<file path="src/gpio_pkg.sv">
package gpio_pkg;

   // ----------------------------------------
   // widths
   // ----------------------------------------

   // one configuration word per pin below 0x80 caps the pin count
   localparam int MAX_PINS   = 32;
   localparam int APB_ADDR_W = 8;
   localparam int APB_DATA_W = 32;
   localparam int CFG_W      = 8;
   localparam int INT_TYPE_W = 3;

   typedef logic [MAX_PINS-1:0]   gpio_vec_t;
   typedef logic [APB_ADDR_W-1:0] apb_addr_t;
   typedef logic [APB_DATA_W-1:0] apb_data_t;
   typedef logic [CFG_W-1:0]      cfg_byte_t;

   // ----------------------------------------
   // configuration byte layout
   // ----------------------------------------
   localparam int CFG_OUT_EN_BIT   = 0;
   localparam int CFG_IN_EN_BIT    = 1;
   localparam int CFG_OE_BIT       = 2;
   localparam int CFG_INT_EN_BIT   = 3;
   localparam int CFG_INT_TYPE_LSB = 5;

   // codes 5 to 7 select no source
   typedef enum logic [INT_TYPE_W-1:0] {
      INT_LEVEL_HIGH = 3'd0,
      INT_LEVEL_LOW  = 3'd1,
      INT_EDGE_POS   = 3'd2,
      INT_EDGE_NEG   = 3'd3,
      INT_EDGE_BOTH  = 3'd4
   } int_type_e;

   // ----------------------------------------
   // register map
   // ----------------------------------------
   localparam apb_addr_t ADDR_CFG_LIMIT = 8'h80;
   localparam apb_addr_t ADDR_INTR      = 8'h80;
   localparam apb_addr_t ADDR_GPIN      = 8'h90;
   localparam apb_addr_t ADDR_GPOUT     = 8'hA0;

   // ones on the implemented pin positions
   function automatic gpio_vec_t pin_mask(input int unsigned num);
      if (num >= MAX_PINS)
      begin
         return '1;
      end
      return (gpio_vec_t'(1) << num) - gpio_vec_t'(1);
   endfunction

endpackage

</file>
<file path="src/gpio_apb_regs.sv">
`timescale 1ns/1ps

module gpio_apb_regs #(
   parameter int                 GPIO_NUM  = 32,
   parameter gpio_pkg::gpio_vec_t OUT_RESET = '0
) (
   input  logic                   PCLK,
   input  logic                   aresetn,

   // apb slave side
   input  logic                   PSEL_i,
   input  logic                   PENABLE_i,
   input  logic                   PWRITE_i,
   input  gpio_pkg::apb_addr_t    PADDR_i,
   input  gpio_pkg::apb_data_t    PWDATA_i,
   output gpio_pkg::apb_data_t    PRDATA_o,

   // from the interrupt unit
   input  gpio_pkg::gpio_vec_t    gpin_sync_i,
   input  gpio_pkg::gpio_vec_t    intr_reg_i,

   // to the interrupt unit
   output gpio_pkg::gpio_vec_t    int_en_o,
   output gpio_pkg::int_type_e    int_type_o [GPIO_NUM],
   output gpio_pkg::gpio_vec_t    int_clr_o,

   // pins
   output gpio_pkg::gpio_vec_t    GPIO_OUT_o,
   output gpio_pkg::gpio_vec_t    GPIO_OE_o
);

   localparam gpio_pkg::gpio_vec_t PIN_MASK = gpio_pkg::pin_mask(GPIO_NUM);

   gpio_pkg::cfg_byte_t cfg_q [GPIO_NUM];
   gpio_pkg::gpio_vec_t gpout_q;

   logic                wr_en;
   logic                cfg_wr;
   logic                gpout_wr;
   logic                intr_wr;
   logic [5:0]          cfg_idx;

   gpio_pkg::gpio_vec_t out_en;
   gpio_pkg::gpio_vec_t in_en;
   gpio_pkg::gpio_vec_t oe_en;
   gpio_pkg::gpio_vec_t int_en;
   gpio_pkg::apb_data_t cfg_rdata;

   // ----------------------------------------
   // write decode
   // ----------------------------------------

   // zero wait states, so the access phase is the write strobe
   assign wr_en    = PSEL_i & PENABLE_i & PWRITE_i;
   assign cfg_idx  = PADDR_i[7:2];
   assign cfg_wr   = wr_en && (PADDR_i < gpio_pkg::ADDR_CFG_LIMIT);
   assign gpout_wr = wr_en && (PADDR_i == gpio_pkg::ADDR_GPOUT);
   assign intr_wr  = wr_en && (PADDR_i == gpio_pkg::ADDR_INTR);

   // clear mask lives for the write cycle only
   assign int_clr_o = intr_wr ? (PWDATA_i & PIN_MASK) : '0;

   // ----------------------------------------
   // registers
   // ----------------------------------------

   // per-pin configuration bytes
   always_ff @(posedge PCLK or negedge aresetn)
   begin
      if (!aresetn)
      begin
         for (int i = 0; i < GPIO_NUM; i++)
         begin
            cfg_q[i] <= '0;
         end
      end
      else if (cfg_wr)
      begin
         for (int i = 0; i < GPIO_NUM; i++)
         begin
            if (cfg_idx == 6'(i))
            begin
               cfg_q[i] <= PWDATA_i[gpio_pkg::CFG_W-1:0];
            end
         end
      end
   end

   // output data register, unused pins stay 0
   always_ff @(posedge PCLK or negedge aresetn)
   begin
      if (!aresetn)
      begin
         gpout_q <= OUT_RESET & PIN_MASK;
      end
      else if (gpout_wr)
      begin
         gpout_q <= PWDATA_i & PIN_MASK;
      end
   end

   // ----------------------------------------
   // configuration fields
   // ----------------------------------------
   always_comb
   begin
      out_en = '0;
      in_en  = '0;
      oe_en  = '0;
      int_en = '0;
      for (int i = 0; i < GPIO_NUM; i++)
      begin
         out_en[i]     = cfg_q[i][gpio_pkg::CFG_OUT_EN_BIT];
         in_en[i]      = cfg_q[i][gpio_pkg::CFG_IN_EN_BIT];
         oe_en[i]      = cfg_q[i][gpio_pkg::CFG_OE_BIT];
         int_en[i]     = cfg_q[i][gpio_pkg::CFG_INT_EN_BIT];
         int_type_o[i] = gpio_pkg::int_type_e'(
            cfg_q[i][gpio_pkg::CFG_INT_TYPE_LSB +: gpio_pkg::INT_TYPE_W]);
      end
   end

   assign int_en_o = int_en;

   // both pin drivers need the output register enable
   assign GPIO_OUT_o = gpout_q & out_en;
   assign GPIO_OE_o  = oe_en & out_en;

   // ----------------------------------------
   // read mux
   // ----------------------------------------

   // configuration word of the addressed pin, 0 past GPIO_NUM
   always_comb
   begin
      cfg_rdata = '0;
      for (int i = 0; i < GPIO_NUM; i++)
      begin
         if (cfg_idx == 6'(i))
         begin
            cfg_rdata = gpio_pkg::apb_data_t'(cfg_q[i]);
         end
      end
   end

   always_comb
   begin
      if (PADDR_i < gpio_pkg::ADDR_CFG_LIMIT)
      begin
         PRDATA_o = cfg_rdata;
      end
      else if (PADDR_i == gpio_pkg::ADDR_INTR)
      begin
         PRDATA_o = intr_reg_i;
      end
      else if (PADDR_i == gpio_pkg::ADDR_GPIN)
      begin
         PRDATA_o = gpin_sync_i & in_en;
      end
      else if (PADDR_i == gpio_pkg::ADDR_GPOUT)
      begin
         PRDATA_o = gpout_q;
      end
      else
      begin
         PRDATA_o = '0;
      end
   end

endmodule

</file>
<file path="src/gpio_irq_unit.sv">
`timescale 1ns/1ps

module gpio_irq_unit #(
   parameter int GPIO_NUM = 32
) (
   input  logic                   PCLK,
   input  logic                   aresetn,

   input  gpio_pkg::gpio_vec_t    GPIO_IN_i,
   input  gpio_pkg::gpio_vec_t    int_en_i,
   input  gpio_pkg::int_type_e    int_type_i [GPIO_NUM],
   input  gpio_pkg::gpio_vec_t    int_clr_i,

   output gpio_pkg::gpio_vec_t    gpin_sync_o,
   output gpio_pkg::gpio_vec_t    intr_reg_o,
   output gpio_pkg::gpio_vec_t    INT_o,
   output logic                   INT_OR_o
);

   localparam gpio_pkg::gpio_vec_t PIN_MASK = gpio_pkg::pin_mask(GPIO_NUM);

   gpio_pkg::gpio_vec_t gpin1_q;
   gpio_pkg::gpio_vec_t gpin2_q;
   gpio_pkg::gpio_vec_t gpin3_q;

   gpio_pkg::gpio_vec_t rise;
   gpio_pkg::gpio_vec_t fall;
   gpio_pkg::gpio_vec_t toggle;

   gpio_pkg::gpio_vec_t edge_pos_q;
   gpio_pkg::gpio_vec_t edge_neg_q;
   gpio_pkg::gpio_vec_t edge_both_q;

   gpio_pkg::gpio_vec_t int_src;
   gpio_pkg::gpio_vec_t intr_reg_q;

   // ----------------------------------------
   // input synchronizer
   // ----------------------------------------

   // two flops against metastability, third for edge compare
   always_ff @(posedge PCLK or negedge aresetn)
   begin
      if (!aresetn)
      begin
         gpin1_q <= '0;
         gpin2_q <= '0;
         gpin3_q <= '0;
      end
      else
      begin
         gpin1_q <= GPIO_IN_i & PIN_MASK;
         gpin2_q <= gpin1_q;
         gpin3_q <= gpin2_q;
      end
   end

   assign gpin_sync_o = gpin3_q;

   // ----------------------------------------
   // edge flags
   // ----------------------------------------
   assign rise   = gpin2_q & ~gpin3_q;
   assign fall   = ~gpin2_q & gpin3_q;
   assign toggle = gpin2_q ^ gpin3_q;

   // sticky until cleared, a new edge beats a clear
   // held at 0 while the pin's interrupt is off
   always_ff @(posedge PCLK or negedge aresetn)
   begin
      if (!aresetn)
      begin
         edge_pos_q  <= '0;
         edge_neg_q  <= '0;
         edge_both_q <= '0;
      end
      else
      begin
         edge_pos_q  <= int_en_i & (rise | (edge_pos_q & ~int_clr_i));
         edge_neg_q  <= int_en_i & (fall | (edge_neg_q & ~int_clr_i));
         edge_both_q <= int_en_i & (toggle | (edge_both_q & ~int_clr_i));
      end
   end

   // ----------------------------------------
   // source select
   // ----------------------------------------
   always_comb
   begin
      int_src = '0;
      for (int i = 0; i < GPIO_NUM; i++)
      begin
         case (int_type_i[i])
            gpio_pkg::INT_LEVEL_HIGH: int_src[i] = gpin3_q[i];
            gpio_pkg::INT_LEVEL_LOW:  int_src[i] = ~gpin3_q[i];
            gpio_pkg::INT_EDGE_POS:   int_src[i] = edge_pos_q[i];
            gpio_pkg::INT_EDGE_NEG:   int_src[i] = edge_neg_q[i];
            gpio_pkg::INT_EDGE_BOTH:  int_src[i] = edge_both_q[i];
            default:                  int_src[i] = 1'b0;
         endcase
      end
   end

   assign INT_o    = int_src & int_en_i;
   assign INT_OR_o = |INT_o;

   // ----------------------------------------
   // interrupt register
   // ----------------------------------------

   // one cycle behind INT_o, a clear write masks it instead
   always_ff @(posedge PCLK or negedge aresetn)
   begin
      if (!aresetn)
      begin
         intr_reg_q <= '0;
      end
      else if (|int_clr_i)
      begin
         intr_reg_q <= intr_reg_q & ~int_clr_i;
      end
      else
      begin
         intr_reg_q <= INT_o;
      end
   end

   assign intr_reg_o = intr_reg_q;

endmodule

</file>
<file path="src/gpio_top.sv">
`timescale 1ns/1ps

module gpio_top #(
   parameter int                 GPIO_NUM  = 32,
   parameter gpio_pkg::gpio_vec_t OUT_RESET = '0
) (
   input  logic                   PCLK,
   input  logic                   aresetn,

   // apb slave
   input  logic                   PSEL_i,
   input  logic                   PENABLE_i,
   input  logic                   PWRITE_i,
   input  gpio_pkg::apb_addr_t    PADDR_i,
   input  gpio_pkg::apb_data_t    PWDATA_i,
   output gpio_pkg::apb_data_t    PRDATA_o,
   output logic                   PREADY_o,
   output logic                   PSLVERR_o,

   // pins and interrupts
   input  gpio_pkg::gpio_vec_t    GPIO_IN_i,
   output gpio_pkg::gpio_vec_t    GPIO_OUT_o,
   output gpio_pkg::gpio_vec_t    GPIO_OE_o,
   output gpio_pkg::gpio_vec_t    INT_o,
   output logic                   INT_OR_o
);

   gpio_pkg::gpio_vec_t int_en;
   gpio_pkg::int_type_e int_type [GPIO_NUM];
   gpio_pkg::gpio_vec_t int_clr;
   gpio_pkg::gpio_vec_t gpin_sync;
   gpio_pkg::gpio_vec_t intr_reg;

   // no wait states, no error responses
   assign PREADY_o  = 1'b1;
   assign PSLVERR_o = 1'b0;

   gpio_apb_regs #(
      .GPIO_NUM   (GPIO_NUM),
      .OUT_RESET  (OUT_RESET)
   ) u_regs (
      .PCLK       (PCLK),
      .aresetn    (aresetn),
      .PSEL_i     (PSEL_i),
      .PENABLE_i  (PENABLE_i),
      .PWRITE_i   (PWRITE_i),
      .PADDR_i    (PADDR_i),
      .PWDATA_i   (PWDATA_i),
      .PRDATA_o   (PRDATA_o),
      .gpin_sync_i(gpin_sync),
      .intr_reg_i (intr_reg),
      .int_en_o   (int_en),
      .int_type_o (int_type),
      .int_clr_o  (int_clr),
      .GPIO_OUT_o (GPIO_OUT_o),
      .GPIO_OE_o  (GPIO_OE_o)
   );

   gpio_irq_unit #(
      .GPIO_NUM   (GPIO_NUM)
   ) u_irq (
      .PCLK       (PCLK),
      .aresetn    (aresetn),
      .GPIO_IN_i  (GPIO_IN_i),
      .int_en_i   (int_en),
      .int_type_i (int_type),
      .int_clr_i  (int_clr),
      .gpin_sync_o(gpin_sync),
      .intr_reg_o (intr_reg),
      .INT_o      (INT_o),
      .INT_OR_o   (INT_OR_o)
   );

endmodule

</file>
<file path="config.mk">
export PLATFORM = sky130hd
export DESIGN_NAME = gpio_top
export DESIGN_NICKNAME = d
export VERILOG_FILES = /design/src/gpio_pkg.sv /design/src/gpio_apb_regs.sv /design/src/gpio_irq_unit.sv /design/src/gpio_top.sv
export SDC_FILE = /design/constraint.sdc
export NUM_CORES = 1
export LEC_CHECK = 0
export BUFFER_PORTS_ARGS = -buffer_cell sky130_fd_sc_hd__buf_2
export CORE_MARGIN = 4
export CORE_UTILIZATION = 50
export DETAILED_ROUTE_END_ITERATION = 8
export GPL_ROUTABILITY_DRIVEN = 0
export PLACE_DENSITY_LB_ADDON = 0.25
export SETUP_SLACK_MARGIN = 0.2
export SLEW_MARGIN = 25
export SYNTH_ARGS = -nofsm -noshare
export SYNTH_HDL_FRONTEND = slang
export SYNTH_SLANG_ARGS = --single-unit
export TNS_END_PERCENT = 1
</file>
<file path="constraint.sdc">
create_clock -name PCLK -period 11.75 [get_ports PCLK]
set_clock_uncertainty 0.2 [all_clocks]
set_input_delay 3.525 -clock PCLK [delete_from_list [all_inputs] [get_ports PCLK]]
set_output_delay 3.525 -clock PCLK [all_outputs]
set_load 0.01 [all_outputs]
</file>
==> impl_results.md, run 1 <==
* Rows at 82
* DR iter-0 viols at 2,309
* Element type at the critical path end: output port
* Top-area cell type share of the netlist area at 0.5031
* Clock tree buffer depth at 3
* Grt met2 use at 0.4361
* Synth Area in Adders at 0.03144
* Number of global-route vias before repair at 19,300
* Logic pwr share at 0.084
* Status: completed
* Via Count at 19,570
* Area leader, netlist: dfrtp_1
* Setup crit start kind: input pin
* Seq pwr share at 0.467
* Die ar. at 54,610 um2
* Library cells used by synthesis at 85
* Share of the yosys chip area belonging to registers at 0.5031
* Worst Max-Slew Pin Slew at 1.041 ns
* Root buffer cell: clkbuf_16
* Pint at 3081 uW
* Setup TNS Final at 0 ns
* PD cells at 141.5 nW/um2
* Post-layout nets at 2,600
* Post-DP HPWL at 54,720 um
* Final period util at 0.8986
* Number of detailed-route iterations in the first pass at 8
* Htree depth at 2
* Ys flop type: dfrtp_1
* CP arrival at 6.83 ns
* Multiplexer share of the synthesized area at 0.1806
* Inst Count DP at 3,072
* Vias per inst at 6.157
* Critical path type: input pin to output port
* RSZ-0062 raised after global routing: no
* Worst reg2reg setup slack at 9.65 ns
* Worst endpoint required time at 8.03 ns
* Setup-failing EPs final at 0
* Worst Path Max Fanout at 65
* Synth area leaders: dfrtp_1, mux2_2, a21oi_1, ha_1, nand2_1
* Layout cells sized above 1 at 0.2866
* Max_slew headroom at 0.3061
* Clock Power Share at 0.449
* Synthesized netlist cell count at 2,283
* Met1 GRT Util at 0.4009
* Mean post-synth cell area at 11.16 um2
* Synth Register Bits at 512
* Pleak at 0.01359 uW
* Met3 usage at 0.05305
* Core footprint at 50,270 um2
* Sw Share at 0.2516
* Yosys warns at 0
* Hold Fails Final Rpt at 0
* Sw Pwr at 1036 uW
* Post-route DRC at 0
* Clock latency on the worst-skew pair at 0.61 ns
* Layout Cells excl Fill at 3,179
* Post-CTS Setup Inserts at 0
* # IOs at 208
* Fmax at 94.71 MHz
* Largest net degree at the start of global routing at 190
* Most frequent cell after synthesis: dfrtp_1
* Grt peak-use layer: met2
* Complex-gate fraction of the synthesized area at 0.1148
* Min Tclk post-route at 10.56 ns
* Synth-to-Final Area Change at 14.27%
* Peak VDD IR at 112.9 uV
* Wire per inst at 24.77 um
* Cts bufs inserted at 55
* XOR/XNOR share of the synthesized area at 0.01100
* Die Span Y at 233.7 um
* DRT antenna net count at 0
* Mapped Nets at 2,424
* Largest family of logic cells by synthesized area: multiplexers
* Max-Cap Viols at 0
* Clock Pin Slew Worst Setup and Hold Paths at 0.06 ns
* Async S/R FF share, synth at 1.000
* First-pass GRT wire length at 118,700 um
* # resized after CTS at 0
* Clock sinks at 512
* Width of the die at 233.7 um
* Final Max Tran Viols at 0
* GR Overflow Total at 0
* Total Routing Usage GR at 0.2844
* Post-synthesis simple-gate area fraction at 0.1283
* Top cells by count, synth: dfrtp_1, mux2_2, nand2_1
* PortBufs at 205
* Antenna violations before repair at 1
* Number of enable flip-flop cells after synthesis at 0
* Post-Route WL at 78,750 um
* Worst hold path class: register to register
* CTS tree: yes
* Post-Syn Area at 25,470 um2
* Hold Buf Count CTS at 0
* Starting Density at 0.5066
[metrics by stage]
step | area [um2] | setup slack [ns] | utilization | total power [uW] | hold WS (ns)
floorplan | 25470 | 2.792 | - | 2116 | 0.1312
global placement | 27100 | 1.456 | 0.5391 | 2278 | 0.1333
detailed placement | 27100 | 1.420 | 0.5391 | 2290 | 0.1347
CTS | 29040 | 1.434 | 0.5776 | 4134 | 0.1457
global route | 29100 | 1.102 | 0.5788 | 4251 | 0.1508
finish | 29100 | 1.192 | 0.5789 | 4117 | 0.1365
[power groups by stage]
stage / Sequential [uW] / Clock [uW] / Combinational [uW]
global placement: 1950 / 0 / 327
detailed placement: 1950 / 0 / 336
global route: 1930 / 1940 / 376
floorplan: 1910 / 0 / 203
finish: 1920 / 1850 / 345
CTS: 1920 / 1870 / 339
[state kept, by name (all words and copies together) (netlist names)]
name and count:
u_regs.int_en_o 32, u_irq.edge_pos_q 32, u_regs.int_type_o 96, u_irq.edge_neg_q 32
u_irq.gpin1_q 32, u_irq.gpin_sync_o 32, u_irq.intr_reg_o 32, u_regs.gpout_q 32
u_irq.gpin2_q 32, u_irq.edge_both_q 32, u_regs.cfg_q 128
[critical path, stage by stage]
cell	delay, ns
buf_4	0.38
buf_4	0.68
nand2b_1	0.52
o221ai_1	0.41
o31ai_1	0.12
nor3_1	0.21
a211oi_1	0.15
o31ai_1	0.53
buf_2	0.24
[worst paths after layout]
check / start / end / cells after the start
min in group asynchronous: aresetn / u_irq.gpin2_q[30] / 1
max: PADDR_i[3] / PRDATA_o[3] / 9
min reg2reg: u_irq.gpin1_q[3] / u_irq.gpin2_q[3] / 0
max in group asynchronous: aresetn / u_irq.gpin1_q[22] / 4
min: u_irq.gpin1_q[3] / u_irq.gpin2_q[3] / 0
max reg2reg: u_regs.int_type_o[49] / u_irq.intr_reg_o[15] / 4
[cell type report]
class	instances	area, um2
multi-input combinational	1585	11910
fill	4162	21170
clock inverter	33	420.4
timing repair buffer	237	1340
tap	672	840.8
inverter	68	255.2
clock buffer	70	1515
antenna	2	5.005
sequential	512	12810
[cells by family (layout without fill, tap and decap cells)]
| kind of cell | Yosys count | in the layout |
|---|---|---|
| AOI/OAI and AO/OA | 462 | 462 |
| xor gates and xnor gates | 32 | 32 |
| adders and majority gates | 64 | 64 |
| buffers and inverters | 186 | 408 |
| DFF | 512 | 512 |
| muxes | 409 | 409 |
| other | 2 | 4 |
| and+or+nand+nor | 616 | 616 |
[layer usage]
layer | vias to the layer above | share of wire
met5 | - | 0.00017
met4 | 2 | 0.046
met3 | 223 | 0.084
met2 | 912 | 0.45
met1 | 9927 | 0.42
li1 | 8508 | -
[layout by cell type, fill, tap and decap left out, drive strengths merged, types with 4 or more instances in the layout]
master | netlist | final
nand4b | 4 | 4
buf | 53 | 237
o31ai | 4 | 4
mux4 | 7 | 7
mux2 | 334 | 334
inv | 67 | 68
nand2 | 213 | 213
clkinvlp | 0 | 9
a31oi | 12 | 12
a21oi | 186 | 186
nor4b | 5 | 5
clkinv | 1 | 15
and2 | 97 | 97
nand2b | 38 | 38
xor2 | 31 | 31
a32oi | 5 | 5
o221ai | 5 | 5
o211ai | 11 | 11
o21ai | 77 | 77
nor2b | 69 | 69
nor2 | 82 | 82
nor4 | 11 | 11
dfrtp | 512 | 512
a22oi | 24 | 24
a311oi | 6 | 6
nand3 | 55 | 55
nor3 | 10 | 10
o22ai | 20 | 20
bufinv | 0 | 9
ha | 64 | 64
clkbuf | 65 | 70
nand4 | 10 | 10
a211o | 4 | 4
a221oi | 4 | 4
a2bb2oi | 4 | 4
mux2i | 68 | 68
o32ai | 34 | 34
a21boi | 33 | 33
Power figures use the tool's default switching activity.
==> run 2: changes to the inputs <==
- REMOVE_ABC_BUFFERS: unset -> 1
==> run 2 against run 1 <==
Sequential cell count did not move. Via count rose by 0.25%. Final cell count fell by 0.19%. First-iteration DRC count rose by 0.91%. Critical path type unchanged. Critical endpoint is now PRDATA_o[4]. Largest power group unchanged. Highest routed layer unchanged.
==> impl_results.md, run 2 (same netlist as run 1, synthesis figures left out) <==
* Sw Share at 0.2500 (-0.001588)
* Layout cells sized above 1 at 0.2844 (-0.002227)
* Wire per inst at 25.47 um (+2.8%)
* Logic pwr share at 0.086 (+0.002)
* Clock sinks at 512 (unchanged)
* Rows at 82 (unchanged)
* Worst path max stage delay at 0.58 ns (-0.10 ns)
* Pleak at 0.01360 uW (about the same)
* Pint at 3050 uW (-1.0%)
* Largest Register: u_regs.cfg_q
* Reg area at 12,810 um2 (unchanged)
* Max_slew headroom at 0.2886 (-0.01750)
* Critical Path, Cell by Cell: buf_4 -> buf_4 -> and2_1 -> nand2_1 -> o21ai_0 -> a21oi_1 -> a311oi_1 -> o21bai_1 -> buf_2
* WHS at 0.1457 ns (+0.009189 ns)
* FILL cells at 4,216 (+1.3%)
* Final Max Tran Viols at 0 (unchanged)
* Clock Power Share at 0.441 (-0.008)
* Multi-input logic area at 11,910 um2 (unchanged)
* CP most frequent cell: buf_4
* Setup-failing EPs final at 0 (unchanged)
* Top cell family by delay on the critical path: buffers and inverters
* Starting Density at 0.5066 (unchanged)
* PD cells at 139.9 nW/um2 (-1.1%)
* Critical path type: input pin to output port
* Min Tclk post-route at 10.28 ns (-0.2742 ns)
* Clock tree buffer depth at 3 (unchanged)
* Peak VDD IR at 99.08 uV (-12%)
* RSZ-0062 raised after global routing: no
* DR iter-0 viols at 2,330 (+0.91%)
* Root buffer cell: clkbuf_16
* Worst Max-Slew Pin Slew at 1.063 ns (+0.02248 ns)
* Post-DP HPWL at 56,730 um (+3.7%)
* Synth-to-Final Area Change at 14.10%
* Flip-flop count of the largest register after layout at 128 (unchanged)
* Number of detailed-route iterations in the first pass at 5 (-3)
* Post-route DRC at 0 (unchanged)
* Core footprint at 50,270 um2 (unchanged)
* Worst endpoint required time at 8.03 ns (about the same)
* Post-Route WL at 80,810 um (+2.6%)
* Vias per inst at 6.183 (+0.43%)
* Htree depth at 2 (unchanged)
* Largest net degree at the start of global routing at 186 (-2.1%)
* Cts bufs inserted at 54 (-1.8%)
* Inst Count DP at 3,073 (+0.033%)
* Hold Buf Count CTS at 0 (unchanged)
* CP max stage cell: a311oi_1
* # IOs at 208 (unchanged)
* DRT antenna net count at 0 (unchanged)
* # resized after CTS at 0 (unchanged)
* Via Count at 19,620 (+0.25%)
* Layout Cells excl Fill at 3,173 (-0.19%)
* Seq pwr share at 0.474 (+0.007)
* GR Overflow Total at 0 (unchanged)
* Final period util at 0.8752 (-0.02334)
* Number of global-route vias before repair at 19,370 (+0.36%)
* PortBufs at 205 (unchanged)
* Total Routing Usage GR at 0.2933 (+0.008900)
* Hold Fails Final Rpt at 0 (unchanged)
* Element type at the critical path end: output port
* Clock latency on the worst-skew pair at 0.61 ns (about the same)
* Sw Pwr at 1017 uW (-1.8%)
* Commonest non-fill, non-tap cell in the layout: dfrtp_1
* Max-Cap Viols at 0 (unchanged)
* Fmax at 97.24 MHz (+2.7%)
* Setup crit start kind: input pin
* Clock Pin Slew Worst Setup and Hold Paths at 0.05 ns (about the same)
* Die ar. at 54,610 um2 (unchanged)
* CP arrival at 6.56 ns (-0.27 ns)
* Width of the die at 233.7 um (unchanged)
* Worst Path Buf+Inv at 3 (unchanged)
* Worst hold path class: register to register
* Antenna violations before repair at 2 (+1)
* CTS tree: yes
* Setup TNS Final at 0 ns (unchanged)
* Die Span Y at 233.7 um (unchanged)
* Post-CTS Setup Inserts at 0 (unchanged)
* Status: completed
* Worst Path Max Fanout at 47 (-28%)
* Most frequent cells in the layout: dfrtp_1, mux2_2, nand2_1, buf_2, a21oi_1
* First-pass GRT wire length at 122,300 um (+3.1%)
* Post-layout nets at 2,600 (unchanged)
* Fin util at 0.5780 (-0.0008460)
run 2: cell count changes in the layout (fill, tap and decap cells not counted), sizes merged:
| cell | before | now |
|---|---|---|
| clkbuf | 70 | 78 |
| clkinv | 15 | 9 |
| buf | 237 | 238 |
| clkinvlp | 9 | 1 |
| diode | 2 | 1 |
| inv | 68 | 70 |
| bufinv | 9 | 7 |
run 2: final cells by class:
| cell class | count | share of cell area |
|---|---|---|
| clock inverter | 19 | 0.01016 |
| timing repair buffer | 238 | 0.04710 |
| inverter | 68 | 0.008783 |
| sequential | 512 | 0.4409 |
| tap | 672 | 0.02893 |
| multi-input combinational | 1585 | 0.4100 |
| clock buffer | 78 | 0.05408 |
| antenna | 1 | 0.00008611 |
run 2: per-layer routing:
layer / global-route usage / vias up / part of all wire
li1: - / 8500 / -
met1: 0.4056 / 9855 / 0.41
met2: 0.4487 / 1046 / 0.45
met3: 0.06427 / 217 / 0.097
met4: 0.1242 / 2 / 0.047
met5: 0 / - / 0.000087
run 2: worst paths after layout:
| check | from | to | slack (ns) | cells past startpoint |
|---|---|---|---|---|
| max | PADDR_i[3] | PRDATA_o[4] | 1.47 | 9 |
| min | u_irq.gpin1_q[0] | u_irq.gpin2_q[0] | 0.15 | 0 |
| max reg2reg | u_regs.int_type_o[0] | u_irq.intr_reg_o[31] | 9.84 | 6 |
| min reg2reg | u_irq.gpin1_q[0] | u_irq.gpin2_q[0] | 0.15 | 0 |
| max in group asynchronous | aresetn | u_regs.cfg_q[17] | 6.40 | 4 |
| min in group asynchronous | aresetn | u_irq.gpin1_q[2] | 2.71 | 1 |
run 2: worst reg2reg max path, stage by stage (launching register included):
cell and delay, ns:
dfrtp_1 0.52, mux2i_1 0.27, mux2i_1 0.09, mux2_2 0.34, and2_1 0.20, nand2_1 0.05, o21ai_0 0.08
run 2: power groups by stage:
stage                     logic (uW)  registers (uW)  clock network, uW
after floorplan                  171            1910                  0
after global placement           332            1950                  0
after detailed placement         340            1950                  0
after CTS                        342            1920               1820
after global routing             378            1930               1890
final                            348            1930               1790
run 2: metrics by stage:
step                      total power, uW  setup WS (ns)  area [um2]
after floorplan                      2085          2.145       24950
after global placement               2284          1.809       27130
after detailed placement             2295          1.690       27140
after CTS                            4085          1.689       29000
after global routing                 4204          1.503       29060
final                                4067          1.466       29060
